===== config.mk =====
export PLATFORM = sky130hd
export DESIGN_NAME = sf_video_ctl_top
export DESIGN_NICKNAME = d
export VERILOG_FILES = /design/src/common/sf_pkg.sv /design/src/hdl/sf_clk_en_gen.sv /design/src/hdl/sf_apb_regs.sv /design/src/hdl/sf_plane_shifter.sv /design/src/hdl/sf_scroll_cmp.sv /design/src/hdl/sf_video_ctl_top.sv
export SDC_FILE = /design/constraint.sdc
export NUM_CORES = 1
export LEC_CHECK = 0
export ABC_CLOCK_PERIOD_IN_PS = 4500
export BUFFER_PORTS_ARGS = -buffer_cell sky130_fd_sc_hd__buf_2
export CAP_MARGIN = 40
export CORE_ASPECT_RATIO = 0.5
export CORE_UTILIZATION = 40
export DETAILED_ROUTE_END_ITERATION = 7
export PLACE_DENSITY_LB_ADDON = 0.15
export SLEW_MARGIN = 5
export SYNTH_ARGS = -nofsm -noshare
export SYNTH_HDL_FRONTEND = slang
export SYNTH_HIERARCHICAL = 1
export SYNTH_SLANG_ARGS = --single-unit

===== constraint.sdc =====
create_clock -name clk -period 4.5 [get_ports clk]
set_clock_uncertainty 0.1 [all_clocks]
set_input_delay 0.9 -clock clk [delete_from_list [all_inputs] [get_ports clk]]
set_output_delay 0.9 -clock clk [all_outputs]
set_load 0.02 [all_outputs]

===== src/common/sf_pkg.sv =====
// shared widths, register map and bus/datapath types for the video control block; compile first
package sf_pkg;

   // ==============================
   // bus and datapath widths
   // ==============================
   localparam int SF_ADDR_W = 8;
   localparam int SF_DATA_W = 16;
   localparam int SF_SCRL_W = 9;

   // 48 MHz / 12 gives the 4 MHz cpu enable
   localparam int SF_ENA_DIV = 12;

   // ==============================
   // register map
   // ==============================
   localparam logic [SF_ADDR_W-1:0] REG_SHF_CMD  = 8'h00;
   localparam logic [SF_ADDR_W-1:0] REG_SHF_LOAD = 8'h04;
   // read only
   localparam logic [SF_ADDR_W-1:0] REG_SHF_Q    = 8'h08;
   localparam logic [SF_ADDR_W-1:0] REG_SCROLL   = 8'h0C;
   localparam logic [SF_ADDR_W-1:0] REG_OBJ_POS  = 8'h10;
   localparam logic [SF_ADDR_W-1:0] REG_TARGET   = 8'h14;
   // read only
   localparam logic [SF_ADDR_W-1:0] REG_CMP_RES  = 8'h18;

   // apb request from the master
   typedef struct packed {
      logic                 psel;
      logic                 penable;
      logic                 pwrite;
      logic [SF_ADDR_W-1:0] paddr;
      logic [SF_DATA_W-1:0] pwdata;
   } apb_req_t;

   // apb response back to the master
   typedef struct packed {
      logic [SF_DATA_W-1:0] prdata;
      logic                 pready;
      logic                 pslverr;
   } apb_rsp_t;

   // same S1:S0 encoding as the 74194 mode pins
   typedef enum logic [1:0] {
      SHF_HOLD  = 2'b00,
      SHF_LEFT  = 2'b01,
      SHF_RIGHT = 2'b10,
      SHF_LOAD  = 2'b11
   } shift_mode_e;

   // register layout: left serial in bit 3, right serial in bit 2, mode in 1:0
   typedef struct packed {
      logic        ser_l;
      logic        ser_r;
      shift_mode_e mode;
   } shift_cmd_t;

   // one-cycle enables derived from clk
   typedef struct packed {
      logic pix12;
      logic pix6;
      logic cpu4;
      logic snd2;
   } clk_en_t;

   // adder sum plus 7485-style compare flags
   typedef struct packed {
      logic [SF_SCRL_W-1:0] sum;
      logic                 carry;
      logic                 a_lt_b;
      logic                 a_eq_b;
      logic                 a_gt_b;
   } cmp_res_t;

endpackage


===== src/hdl/sf_clk_en_gen.sv =====
// enable generator: divides the 48 MHz clk into one-cycle pixel, cpu and sound enables
module sf_clk_en_gen
   import sf_pkg::*;
(
   input  logic    clk,
   input  logic    CR,
   output clk_en_t clk_en_o
);

   localparam int DIV_W = $clog2(SF_ENA_DIV);
   localparam logic [DIV_W-1:0] DIV_LAST = DIV_W'(SF_ENA_DIV - 1);

   logic [1:0]       cnt4;
   logic [DIV_W-1:0] cnt12;
   // half-rate phases for 6 MHz and 2 MHz
   logic             ph6;
   logic             ph2;
   logic             wrap4;
   logic             wrap12;

   assign wrap4  = (cnt4 == 2'd3);
   assign wrap12 = (cnt12 == DIV_LAST);

   always_ff @(posedge clk or negedge CR)
   begin
      if (!CR)
      begin
         cnt4     <= '0;
         cnt12    <= '0;
         ph6      <= 1'b0;
         ph2      <= 1'b0;
         clk_en_o <= '0;
      end
      else
      begin
         cnt4  <= cnt4 + 2'd1;
         cnt12 <= wrap12 ? '0 : cnt12 + 1'b1;
         if (wrap4)
            ph6 <= ~ph6;
         if (wrap12)
            ph2 <= ~ph2;
         // registered so each pulse is exactly one clk wide
         clk_en_o.pix12 <= wrap4;
         clk_en_o.pix6  <= wrap4 & ph6;
         clk_en_o.cpu4  <= wrap12;
         clk_en_o.snd2  <= wrap12 & ph2;
      end
   end

endmodule


===== src/hdl/sf_apb_regs.sv =====
// apb register block: decodes addresses, holds the control registers, reads back datapath results
module sf_apb_regs
   import sf_pkg::*;
#(
   parameter int PLANE0_W = 8,
   parameter int PLANE1_W = 4
)
(
   input  logic                 clk,
   input  logic                 CR,
   input  apb_req_t             apb_req_i,
   output apb_rsp_t             apb_rsp_o,
   output shift_cmd_t           shf_cmd_o,
   output logic [PLANE0_W-1:0]  load0_o,
   output logic [PLANE1_W-1:0]  load1_o,
   input  logic [PLANE0_W-1:0]  q0_i,
   input  logic [PLANE1_W-1:0]  q1_i,
   output logic [SF_SCRL_W-1:0] scroll_o,
   output logic [SF_SCRL_W-1:0] obj_pos_o,
   output logic [SF_SCRL_W-1:0] target_o,
   output logic                 carry_o,
   input  cmp_res_t             cmp_res_i
);

   // plane 1 sits in the upper byte of load and q words
   localparam int PLANE1_LSB = 8;

   logic sel_cmd;
   logic sel_load;
   logic sel_q;
   logic sel_scroll;
   logic sel_pos;
   logic sel_tgt;
   logic sel_res;
   logic miss;
   logic read_only;
   logic access;
   logic err;
   logic wr_en;
   logic [SF_DATA_W-1:0] rd_mux;

   // ==============================
   // address decode (74138 role)
   // ==============================
   assign sel_cmd    = (apb_req_i.paddr == REG_SHF_CMD);
   assign sel_load   = (apb_req_i.paddr == REG_SHF_LOAD);
   assign sel_q      = (apb_req_i.paddr == REG_SHF_Q);
   assign sel_scroll = (apb_req_i.paddr == REG_SCROLL);
   assign sel_pos    = (apb_req_i.paddr == REG_OBJ_POS);
   assign sel_tgt    = (apb_req_i.paddr == REG_TARGET);
   assign sel_res    = (apb_req_i.paddr == REG_CMP_RES);

   assign miss      = ~(sel_cmd | sel_load | sel_q | sel_scroll | sel_pos | sel_tgt | sel_res);
   assign read_only = sel_q | sel_res;

   assign access = apb_req_i.psel & apb_req_i.penable;
   assign err    = miss | (apb_req_i.pwrite & read_only);
   // write lands on the edge that closes the access cycle
   assign wr_en  = access & apb_req_i.pwrite & ~err;

   // ==============================
   // control registers
   // ==============================
   always_ff @(posedge clk or negedge CR)
   begin
      if (!CR)
      begin
         shf_cmd_o <= '0;
         load0_o   <= '0;
         load1_o   <= '0;
         scroll_o  <= '0;
         carry_o   <= 1'b0;
         obj_pos_o <= '0;
         target_o  <= '0;
      end
      else if (wr_en)
      begin
         if (sel_cmd)
            shf_cmd_o <= shift_cmd_t'(apb_req_i.pwdata[3:0]);
         if (sel_load)
         begin
            load0_o <= apb_req_i.pwdata[PLANE0_W-1:0];
            load1_o <= apb_req_i.pwdata[PLANE1_LSB +: PLANE1_W];
         end
         if (sel_scroll)
         begin
            scroll_o <= apb_req_i.pwdata[SF_SCRL_W-1:0];
            // bit 9 is the adder carry-in
            carry_o  <= apb_req_i.pwdata[SF_SCRL_W];
         end
         if (sel_pos)
            obj_pos_o <= apb_req_i.pwdata[SF_SCRL_W-1:0];
         if (sel_tgt)
            target_o <= apb_req_i.pwdata[SF_SCRL_W-1:0];
      end
   end

   // read mux, combinational so compare results show in the same access cycle
   always_comb
   begin
      rd_mux = '0;
      if (sel_cmd)
         rd_mux[3:0] = shf_cmd_o;
      if (sel_load)
      begin
         rd_mux[PLANE0_W-1:0]            = load0_o;
         rd_mux[PLANE1_LSB +: PLANE1_W] = load1_o;
      end
      if (sel_q)
      begin
         rd_mux[PLANE0_W-1:0]            = q0_i;
         rd_mux[PLANE1_LSB +: PLANE1_W] = q1_i;
      end
      if (sel_scroll)
         rd_mux[SF_SCRL_W:0] = {carry_o, scroll_o};
      if (sel_pos)
         rd_mux[SF_SCRL_W-1:0] = obj_pos_o;
      if (sel_tgt)
         rd_mux[SF_SCRL_W-1:0] = target_o;
      if (sel_res)
         rd_mux[SF_SCRL_W+3:0] = {cmp_res_i.a_lt_b, cmp_res_i.a_eq_b, cmp_res_i.a_gt_b,
                                  cmp_res_i.carry, cmp_res_i.sum};
   end

   // no wait states
   assign apb_rsp_o.pready  = 1'b1;
   assign apb_rsp_o.pslverr = access & err;
   assign apb_rsp_o.prdata  = (access & ~apb_req_i.pwrite) ? rd_mux : '0;

endmodule


===== src/hdl/sf_plane_shifter.sv =====
// bitplane shift register in the manner of a 74194, stepping only on the 6 MHz pixel enable
module sf_plane_shifter
   import sf_pkg::*;
#(
   parameter int PLANE_W = 8
)
(
   input  logic               clk,
   input  logic               CR,
   input  clk_en_t            clk_en_i,
   input  shift_cmd_t         cmd_i,
   input  logic [PLANE_W-1:0] load_i,
   output logic [PLANE_W-1:0] q_o
);

   logic [PLANE_W-1:0] q_next;

   // ==============================
   // mode select
   // ==============================
   always_comb
   begin
      case (cmd_i.mode)
         SHF_LOAD:
            q_next = load_i;
         // right serial input enters at bit 0
         SHF_LEFT:
            q_next = {q_o[PLANE_W-2:0], cmd_i.ser_r};
         // left serial input enters at the top bit
         SHF_RIGHT:
            q_next = {cmd_i.ser_l, q_o[PLANE_W-1:1]};
         default:
            q_next = q_o;
      endcase
   end

   // register only moves on pix6, otherwise holds
   always_ff @(posedge clk or negedge CR)
   begin
      if (!CR)
      begin
         q_o <= '0;
      end
      else if (clk_en_i.pix6)
      begin
         q_o <= q_next;
      end
   end

endmodule


===== src/hdl/sf_scroll_cmp.sv =====
// scroll adder chain and cascaded magnitude compare of the sum against a target, purely combinational
module sf_scroll_cmp
   import sf_pkg::*;
(
   input  logic [SF_SCRL_W-1:0] scroll_i,
   input  logic [SF_SCRL_W-1:0] obj_pos_i,
   input  logic [SF_SCRL_W-1:0] target_i,
   input  logic                 carry_i,
   output cmp_res_t             res_o
);

   // number of 4-bit slices covering the value width
   localparam int NIB = (SF_SCRL_W + 3) / 4;
   localparam int EXT_W = NIB * 4;

   logic [EXT_W-1:0] pos_ext;
   logic [EXT_W-1:0] scr_ext;
   logic [EXT_W-1:0] sum_ext;
   logic [EXT_W-1:0] cmp_a;
   logic [EXT_W-1:0] cmp_b;
   logic             c_chain;
   logic [2:0]       cascade;

   assign pos_ext = EXT_W'(obj_pos_i);
   assign scr_ext = EXT_W'(scroll_i);

   // ==============================
   // 74283 style adder chain
   // ==============================
   always_comb
   begin
      c_chain = carry_i;
      sum_ext = '0;
      for (int i = 0; i < NIB; i++)
      begin
         {c_chain, sum_ext[i*4 +: 4]} = {1'b0, pos_ext[i*4 +: 4]} + {1'b0, scr_ext[i*4 +: 4]}
                                        + {4'b0, c_chain};
      end
   end

   // carry out of the 9-bit sum lands in the first pad bit
   assign cmp_a = EXT_W'(sum_ext[SF_SCRL_W-1:0]);
   assign cmp_b = EXT_W'(target_i);

   // 7485 cascade, low slice first; cascade = {lt, eq, gt}
   always_comb
   begin
      cascade = 3'b010;
      for (int i = 0; i < NIB; i++)
      begin
         if (cmp_a[i*4 +: 4] > cmp_b[i*4 +: 4])
            cascade = 3'b001;
         else if (cmp_a[i*4 +: 4] < cmp_b[i*4 +: 4])
            cascade = 3'b100;
      end
   end

   assign res_o.sum    = sum_ext[SF_SCRL_W-1:0];
   assign res_o.carry  = sum_ext[SF_SCRL_W];
   assign res_o.a_lt_b = cascade[2];
   assign res_o.a_eq_b = cascade[1];
   assign res_o.a_gt_b = cascade[0];

endmodule


===== src/hdl/sf_video_ctl_top.sv =====
// top level of the video control peripheral: apb in, enables, serial pixel and hit flag out
module sf_video_ctl_top
   import sf_pkg::*;
#(
   parameter int PLANE0_W = 8,
   parameter int PLANE1_W = 4
)
(
   input  logic     clk,
   input  logic     CR,
   input  apb_req_t apb_req_i,
   output apb_rsp_t apb_rsp_o,
   output clk_en_t  clk_en_o,
   output logic     ser_o,
   output logic     obj_hit_o
);

   clk_en_t              clk_en;
   shift_cmd_t           shf_cmd;
   logic [PLANE0_W-1:0]  load0;
   logic [PLANE1_W-1:0]  load1;
   logic [PLANE0_W-1:0]  q0;
   logic [PLANE1_W-1:0]  q1;
   logic [SF_SCRL_W-1:0] scroll;
   logic [SF_SCRL_W-1:0] obj_pos;
   logic [SF_SCRL_W-1:0] target;
   logic                 carry;
   cmp_res_t             cmp_res;

   sf_clk_en_gen u_clk_en (
      .clk      (clk),
      .CR       (CR),
      .clk_en_o (clk_en)
   );

   sf_apb_regs #(
      .PLANE0_W (PLANE0_W),
      .PLANE1_W (PLANE1_W)
   ) u_regs (
      .clk       (clk),
      .CR        (CR),
      .apb_req_i (apb_req_i),
      .apb_rsp_o (apb_rsp_o),
      .shf_cmd_o (shf_cmd),
      .load0_o   (load0),
      .load1_o   (load1),
      .q0_i      (q0),
      .q1_i      (q1),
      .scroll_o  (scroll),
      .obj_pos_o (obj_pos),
      .target_o  (target),
      .carry_o   (carry),
      .cmp_res_i (cmp_res)
   );

   // ==============================
   // bitplanes, 8 and 4 wide
   // ==============================
   sf_plane_shifter #(.PLANE_W (PLANE0_W)) u_plane0 (
      .clk      (clk),
      .CR       (CR),
      .clk_en_i (clk_en),
      .cmd_i    (shf_cmd),
      .load_i   (load0),
      .q_o      (q0)
   );

   sf_plane_shifter #(.PLANE_W (PLANE1_W)) u_plane1 (
      .clk      (clk),
      .CR       (CR),
      .clk_en_i (clk_en),
      .cmd_i    (shf_cmd),
      .load_i   (load1),
      .q_o      (q1)
   );

   sf_scroll_cmp u_scroll (
      .scroll_i  (scroll),
      .obj_pos_i (obj_pos),
      .target_i  (target),
      .carry_i   (carry),
      .res_o     (cmp_res)
   );

   // hit flag registered once off the equal output
   always_ff @(posedge clk or negedge CR)
   begin
      if (!CR)
         obj_hit_o <= 1'b0;
      else
         obj_hit_o <= cmp_res.a_eq_b;
   end

   assign clk_en_o = clk_en;
   assign ser_o    = q0[PLANE0_W-1];

endmodule


* Word level (Yosys, flattened, before mapping) *
Cells that the tools add are included.

word-level totals
  flip-flop bits (word level) = 69
  word-level logic and storage cells = 91

cells by class
  muxes and demuxes = 17
  reductions and logical operators = 8
  bitwise gates (word level) = 21
  magnitude comparators = 6
  add/subtract/negate cells = 8
  equality and inequality tests = 11

operator list
  operator             count
  $mux 13              2
  $eq 8x5->1 const B   3
  $mux 12              2
  $pmux 8 s3           1
  $mux 3               6
  $mux 9               2
  $eq 8x4->1 const B   2
  $pmux 4 s3           1
  $reduce_and 2->1     6
  $add 4x4->5          2
  $add 5x1->5          2
  $mux 10              1
  $and 1x1->1          8
  $eq 8x3->1 const B   1
  $gt 4x4->1           2
  $logic_not 8->1      1
  $lt 4x4->1           2
  $mux 4               2
  $or 1x1->1           8
  $eq 2x2->1 const B   3
  $not 1->1            5
  $add 4x1->4 const B  1
  $eq 4x4->1 const B   1
  $reduce_bool 3->1    1
  6 further kinds      6

* Longest topological paths before layout *
Gate-level depths: netlist of run 1.

  depth in word-level cells = 12
  gate-level depth with buffers = 20
  mapped depth without buffers = 20

* Hierarchy *
The synthesis of run 1 kept the hierarchy.

by module, submodules not included
  module                        area an instance (um2)  sequential area each (um2)  cells each  instances
  sf_apb_regs                   2581.2                  1101.1                      237         1
  sf_scroll_cmp                 589.3                   0.0                         74          1
  sf_plane_shifter at u_plane0  550.5                   200.2                       52          1
  sf_clk_en_gen                 434.2                   300.3                       29          1
  sf_plane_shifter at u_plane1  284.0                   100.1                       28          1
  sf_video_ctl_top              25.0                    25.0                        1           1

* Worst setup path after synthesis of run 1 *
No wires, ideal clock.

  path kind = reg2out
  start point = register u_regs.scroll_o[0]
  end point = output apb_rsp_o[13] in the netlist's numbering
  cell stages (with the launch flop) = 21
  required time = 3.500 ns
  slack = -0.478 ns
  arrival time = 3.978 ns
  cell sequence = dfrtp_1 fa_1 inv_1 fa_1 nor2b_1 o21ai_0 nand2b_1 fa_1 inv_1 fa_1 nor2b_1 o21ai_0 nand2b_1 fa_1 inv_1 ha_1 or4_1 nor2_1 nand3_1 o21ai_0 and3_1

RTL lines
  element                 line                    text
  from (decl)             sf_apb_regs.sv:18       output logic [SF_SCRL_W-1:0] scroll_o,
  from (signal assigned)  sf_apb_regs.sv:87       scroll_o <= apb_req_i.pwdata[SF_SCRL_W-1:0];
  to (decl)               sf_video_ctl_top.sv:12  output apb_rsp_t apb_rsp_o,

==> flow_summary.yaml, run 1 <==
outcome:
  outcome: "finished, violations left"
  violations: "negative setup slack"
job:
  maxCapViolCount: 0
placed_design:
  place_congestion: 0.823
  place_ws_ns: -0.781
  dp_hpwl_mm: 8.61
  post_dp_cell_area_mm2: 0.00490
  port_buffers: 44
floorplanning:
  die_area_mm2: 0.0116
  core_region_area_mm2: 0.0105
  die_w_um: 151
  die_y_um: 76.7
  start_util: 0.425
  rows: 26
  io_pins: 53
synthesis:
  avgSynthCellArea_um2: 10.6
  yosysWarnings: 6
  syn_area_mm2: 0.00446
  async_flop_share: 1.00
  synth_compound_area_frac: 0.165
  yosysSeqAreaShare: 0.387
  netlist_instances: 421
  yosys-top-cells-count: "dfrtp_1 (69), mux2_2 (48), nor2_1 (28)"
  synth_top_cell_by_area: "dfrtp_1"
  synth-main-ff-cell: "dfrtp_1"
  synthAdderAreaFrac: 0.0897
  synthSimpleGateAreaFrac: 0.140
  ys_types: 62
  synth-seq-cells: 69
  post-synth-top-area-fraction: 0.387
  synth_top_family_by_area: "compound AO/OA/AOI/OAI gates"
  synth.most_common_cell: "dfrtp_1"
  synth-edff-count: 0
  netlist_top_cells_area: "dfrtp_1 (39%), mux2_2 (12%), ha_1 (6.7%), a22oi_1 (3.4%), nor2_1 (2.4%)"
  muxShareOfSynthArea: 0.140
  synth-xor-area-share: 0.0118
timing:
  final_max_slew_viol_count: 0
  worst_pin_slew_ns: 0.662
  rsz0062_at_grt: "yes"
  fin_ws_ns: -0.983
  hold_viol: 0
  setup_viol: 5
  fin_crit_ns: 5.48
  fmax_mhz: 182
  finalSetupTns_ns: -2.72
  period_share: 1.22
  slew_headroom: 0.555
worst_setup_path:
  arrival_ns: 4.48
  cp_slowest_cell: "fa_2"
  cp_top_family: "adder cells"
  crit_chain: "fa_2 -> inv_2 -> fa_2 -> nor2b_1 -> o21ai_1 -> nand2b_1 -> fa_2 -> inv_2 -> fa_2 -> nor2b_1 -> o21ai_1 -> nand2b_1 -> fa_2 -> inv_1 -> ha_2 -> or4_4 -> nor2_4 -> nand3_1 -> o21ai_1 -> and3_4 -> buf_6"
  crit_top_cell: "fa_2"
  cp_num_buf_inv: 4
  critPathMaxFanout: 4
  critPathRequiredTime_ns: 3.50
  max_stage_delay_ns: 0.57
  critPathLaunchType: "flop"
  end_kind: "primary output"
  path_class: "flop to primary output"
route:
  detail_route.wl_per_cell_um: 18.4
  finalWirelength_mm: 11.4
  antenna_left: 0
  vias: 3429
  drt-initial-drc-count: 143
  viasPerCell: 5.51
  drtPass1Iterations: 5
  drcViolationCount: 0
finish:
  diodes: 0
  final_design_area_no_fill_mm2: 0.00530
  final_util: 0.505
  final_layout_size_suffix_gt1_frac: 0.378
  fillers: 1006
  nNetsFinal: 535
  area_growth_pct: 18.7
clock_network:
  cts.clk_slew.worst_paths_ns: 0.06
  numCtsBuffers: 9
  worstSkewPairLatency_ns: 0.33
  cts_num_sinks: 69
  clockBufferDepth: 2
  cts_root_buf: "clkbuf_16"
  cts_max_level: 3
  tritoncts: "built"
global_routing:
  first_global_vias: 3394
  grt_pass1_wl_mm: 18.8
  overflow: 0
  antenna_found_initial: 0
  grt_max_degree: 26
  grt.total_usage: 0.215
power:
  power.density_mw_per_mm2: 270
  finalPower_mw: 1.43
  p_leak_nw: 2.53
  peakVddDrop_mv: 0.172
worst_hold_path:
  hold_class: "flop to flop"
==> metal layers <==
metal	track usage	vias up	wire, µm
li1	-	1645	-
met1	0.323	1699	5720
met2	0.310	83	4980
met3	0.0512	2	694
met4	0.0470	0	28
met5	0	-	0
==> worst reg2reg max path, stage by stage, from the launching register on <==
cell and delay, ns:
dfrtp_1 0.40, fa_2 0.40, inv_2 0.06, fa_2 0.19, nor2b_1 0.05, o21ai_1 0.15
nand2b_1 0.12, fa_2 0.37, inv_2 0.07, fa_2 0.19, nor2b_1 0.05, o21ai_1 0.12
nand2b_1 0.09, fa_2 0.57, inv_1 0.06, ha_2 0.16, or4_4 0.52, nor2_4 0.10
==> where the power goes <==
part	total (mW)	switching, mW	internal, mW
Combinational	0.158	0.0976	0.0601
Clock	0.639	0.268	0.372
Sequential	0.636	0.00609	0.630
Total	1.43	0.371	1.06
==> repair_timing <==
| item | CTS | global route |
|---|---|---|
| endpoints found under the setup margin | 6 | 8 |
| pin swaps | 10 | 8 |
| hold buffers | 0 | 0 |
| gates resized for setup | 10 | 20 |
| setup buffers | 2 | 2 |
==> final cells by class <==
cell class	instances	area, µm²	share of cell area
flip-flops and latches	69	1730	0.326
clock buffers	10	229	0.0432
clock inverters	6	40.0	0.00755
repair buffers	71	475	0.0897
multi-input cells	301	2560	0.483
inverters	25	93.8	0.0177
well taps	140	175	0.0330
==> stage by stage <==
stage | hold slack, ns | std cells
finish | 0.337 | 622
floorplan | 0.301 | 423
CTS | 0.334 | 620
global placement | 0.318 | 601
global route | 0.343 | 622
detailed placement | 0.327 | 602
==> worst paths after layout <==
| kind | startpoint | end | slack [ns] | depth (start not counted) |
|---|---|---|---|---|
| setup / recovery | u_regs/scroll_o[0] | apb_rsp_o[13] | -0.98 | 21 |
| hold / removal | u_clk_en/cnt4[0] | u_clk_en/cnt4[0] | 0.34 | 1 |
| setup reg to reg | u_regs/scroll_o[0] | obj_hit_o | 0.63 | 17 |
| hold reg to reg | u_clk_en/cnt4[0] | u_clk_en/cnt4[0] | 0.34 | 1 |
| max in group asynchronous | CR | u_plane0/q_o[4] | 3.23 | 2 |
| min in group asynchronous | CR | u_regs/load1_o[1] | 0.42 | 1 |
==> registers in the layout, summed over array words and instances, names as in the netlist <==
signal             flops
obj_hit_o              1
u_regs/target_o        9
u_regs/load0_o         8
u_regs/shf_cmd_o       4
u_clk_en/cnt4          2
u_regs/scroll_o        9
u_regs/obj_pos_o       9
u_clk_en/cnt12         4
u_regs/load1_o         4
u_clk_en/clk_en_o      4
u_plane0/q_o           8
u_plane1/q_o           4
u_clk_en/ph6           1
u_clk_en/ph2           1
u_regs/carry_o         1
==> cells by family after synthesis <==
logic type      count (synthesis)
flops                          69
buf+inv                        53
compound gates                101
other cells                     2
fa+ha+maj                      29
mux                            55
simple gates                  106
xor+xnor                        6
==> cells in the final DEF (no fill, tap or decap), types with 4 or more instances in the layout <==
cell type  instances
inv_2              4
nand2_1           17
nor2_1            26
a21o_1            11
conb_1             4
ha_1              23
o21ai_0           12
a211oi_1          10
nor2b_1            9
buf_4             29
clkbuf_16          9
fa_2               5
buf_6              4
nand3_1            9
inv_1             21
nor3_1             6
nand2b_1           5
o21ai_1            5
a311oi_1           5
mux2_2            48
a21oi_1            8
buf_2             37
mux2i_1            4
dfrtp_1           69
a22oi_1           20
Note: power is estimated with default switching activity, not from simulation.
==> run 2, diff against run 1 <==
--- a/config.mk
+++ b/config.mk
@@ -6,8 +6,10 @@
 export NUM_CORES = 1
 export LEC_CHECK = 0
 export ABC_CLOCK_PERIOD_IN_PS = 4500
-export BUFFER_PORTS_ARGS = -buffer_cell sky130_fd_sc_hd__buf_2
+export BUFFER_PORTS_ARGS = -buffer_cell sky130_fd_sc_hd__clkbuf_2
 export CAP_MARGIN = 40
+export CELL_PAD_IN_SITES_DETAIL_PLACEMENT = 1
+export CELL_PAD_IN_SITES_GLOBAL_PLACEMENT = 1
 export CORE_ASPECT_RATIO = 0.5
 export CORE_UTILIZATION = 40
 export DETAILED_ROUTE_END_ITERATION = 7
==> flow_summary.yaml, run 2 (synthesis results as in run 1) <==
worst_hold_path:
  hold_class: "flop to flop"
  worstHoldPathCells: 1
  hold_end: "u_clk_en/cnt4[0]"
  min_from: "u_clk_en/cnt4[0]"
floorplanning:
  io_pins: 53
  die_area_mm2: 0.0116
  core_region_area_mm2: 0.0105
  start_util: 0.425
  die_y_um: 76.7
  die_w_um: 151
  rows: 26
finish:
  final_layout_size_suffix_gt1_frac: 0.417
  final_common_cell: "dfrtp_1"
  reg_top3: "u_regs/obj_pos_o (9), u_regs/scroll_o (9), u_regs/target_o (9)"
  area_growth_pct: 24.6
  nNetsFinal: 556
  layout_common_cells: "dfrtp_1 (69), mux2_2 (48), buf_4 (47)"
  final_design_area_no_fill_mm2: 0.00556
  fin_cells: 643
  diodes: 0
power:
  power.density_mw_per_mm2: 305
  peakVddDrop_mv: 0.189
  finalPower_mw: 1.70
  p_leak_nw: 2.67
timing:
  finalSetupTns_ns: -4.82
  final_max_slew_viol_count: 0
  fin_crit_ns: 5.70
  setup_viol: 8
  fmax_mhz: 175
  period_share: 1.27
  rsz0062_at_grt: "yes"
  fin_ws_ns: -1.20
  hold_viol: 0
  worst_pin_slew_ns: 0.646
  slew_headroom: 0.569
worst_setup_path:
  critPathRequiredTime_ns: 4.63
  arrival_ns: 5.83
  max_stage_delay_ns: 0.44
  setup.worst_path.start: "u_regs/obj_pos_o[0]"
  cp_slowest_cell: "fa_2"
  crit_top_cell: "buf_4"
  cp_num_buf_inv: 20
  r2r-end: "obj_hit_o"
  critPathMaxFanout: 3
  cp_top_family: "buffers and inverters"
  worstReg2RegStart: "u_regs/obj_pos_o[0]"
  path_class: "flop to flop"
  r2r_slack_ns: -1.20
  end_kind: "flop"
  critPathLaunchType: "flop"
  reg2reg_depth: 32
global_routing:
  grt.total_usage: 0.260
  first_global_vias: 4078
  antenna_found_initial: 0
  overflow: 0
  grt_pass1_wl_mm: 22.6
  grt_max_degree: 42
clock_network:
  cts_root_buf: "clkbuf_16"
  cts_num_sinks: 69
  cts_hold_buffers: 0
  clockBufferDepth: 2
  worstSkewPairLatency_ns: 0.34
  cts_max_level: 3
  numCtsBuffers: 9
  tritoncts: "built"
  cts.clk_slew.worst_paths_ns: 0.06
route:
  vias: 3713
  drt-initial-drc-count: 275
  antenna_left: 0
  drtPass1Iterations: 4
  drcViolationCount: 0
  finalWirelength_mm: 14.3
  detail_route.wl_per_cell_um: 22.2
  viasPerCell: 5.77
placed_design:
  place_congestion: 0.854
  port_buffers: 44
  place_ws_ns: -0.895
  dpl.cell_count: 603
  dp_hpwl_mm: 10.1
  post_dp_cell_area_mm2: 0.00489
job:
  maxCapViolCount: 0
outcome:
  outcome: "finished, violations left"
  violations: "negative setup slack"
## run 2: cell types whose count changed in the layout (fill, tap and decap cells not counted), sizes merged
cell    delta
inv        +3
buf       -17
clkinv     -4
bufinv     +2
clkbuf    +37
## run 2: power breakdown
group	switching, mW	internal [mW]
clock	0.296	0.494
combinational	0.135	0.138
sequential	0.00680	0.629
total	0.437	1.26
## run 2: worst max-delay path by stage
| stage | endpoint | cells after the start | slack, ns |
|---|---|---|---|
| 6_report | obj_hit_o | 32 | -1.20 |
| 5_1_grt | obj_hit_o | 32 | -1.25 |
| 3_5_place_dp | apb_rsp_o[13] | 21 | -0.89 |
| 2_1_floorplan | apb_rsp_o[13] | 20 | -0.40 |
| 4_1_cts | apb_rsp_o[13] | 21 | -1.04 |
| 3_3_place_gp | apb_rsp_o[13] | 21 | -0.73 |
## run 2: cell type report
class | instances | area [µm²]
Inverter | 25 | 93.8
Multi-Input combinational cell | 301 | 2610
Sequential cell | 69 | 1730
Tap cell | 140 | 175
Clock buffer | 9 | 225
Timing Repair Buffer | 92 | 631
Fill cell | 1153 | 4940
Clock inverter | 7 | 105
## run 2: metal layers
metal / GRT usage / share of wire
met5: 0 / 0
met4: 0.0740 / 0.015
met3: 0.0673 / 0.063
met2: 0.424 / 0.49
met1: 0.340 / 0.43
## run 2: repair_timing
action | CTS | global route
gates resized for setup | 21 | 24
pin swaps | 11 | 11
setup endpoints to repair | 8 | 9
endpoints found under the hold margin | 0 | 0
buffers inserted | 21 | 3
## run 2: stage by stage
step / hold slack [ns] / util
2_1_floorplan: 0.301 / -
3_3_place_gp: 0.313 / 0.464
3_5_place_dp: 0.330 / 0.465
4_1_cts: 0.339 / 0.519
5_1_grt: 0.350 / 0.529
6_report: 0.337 / 0.529
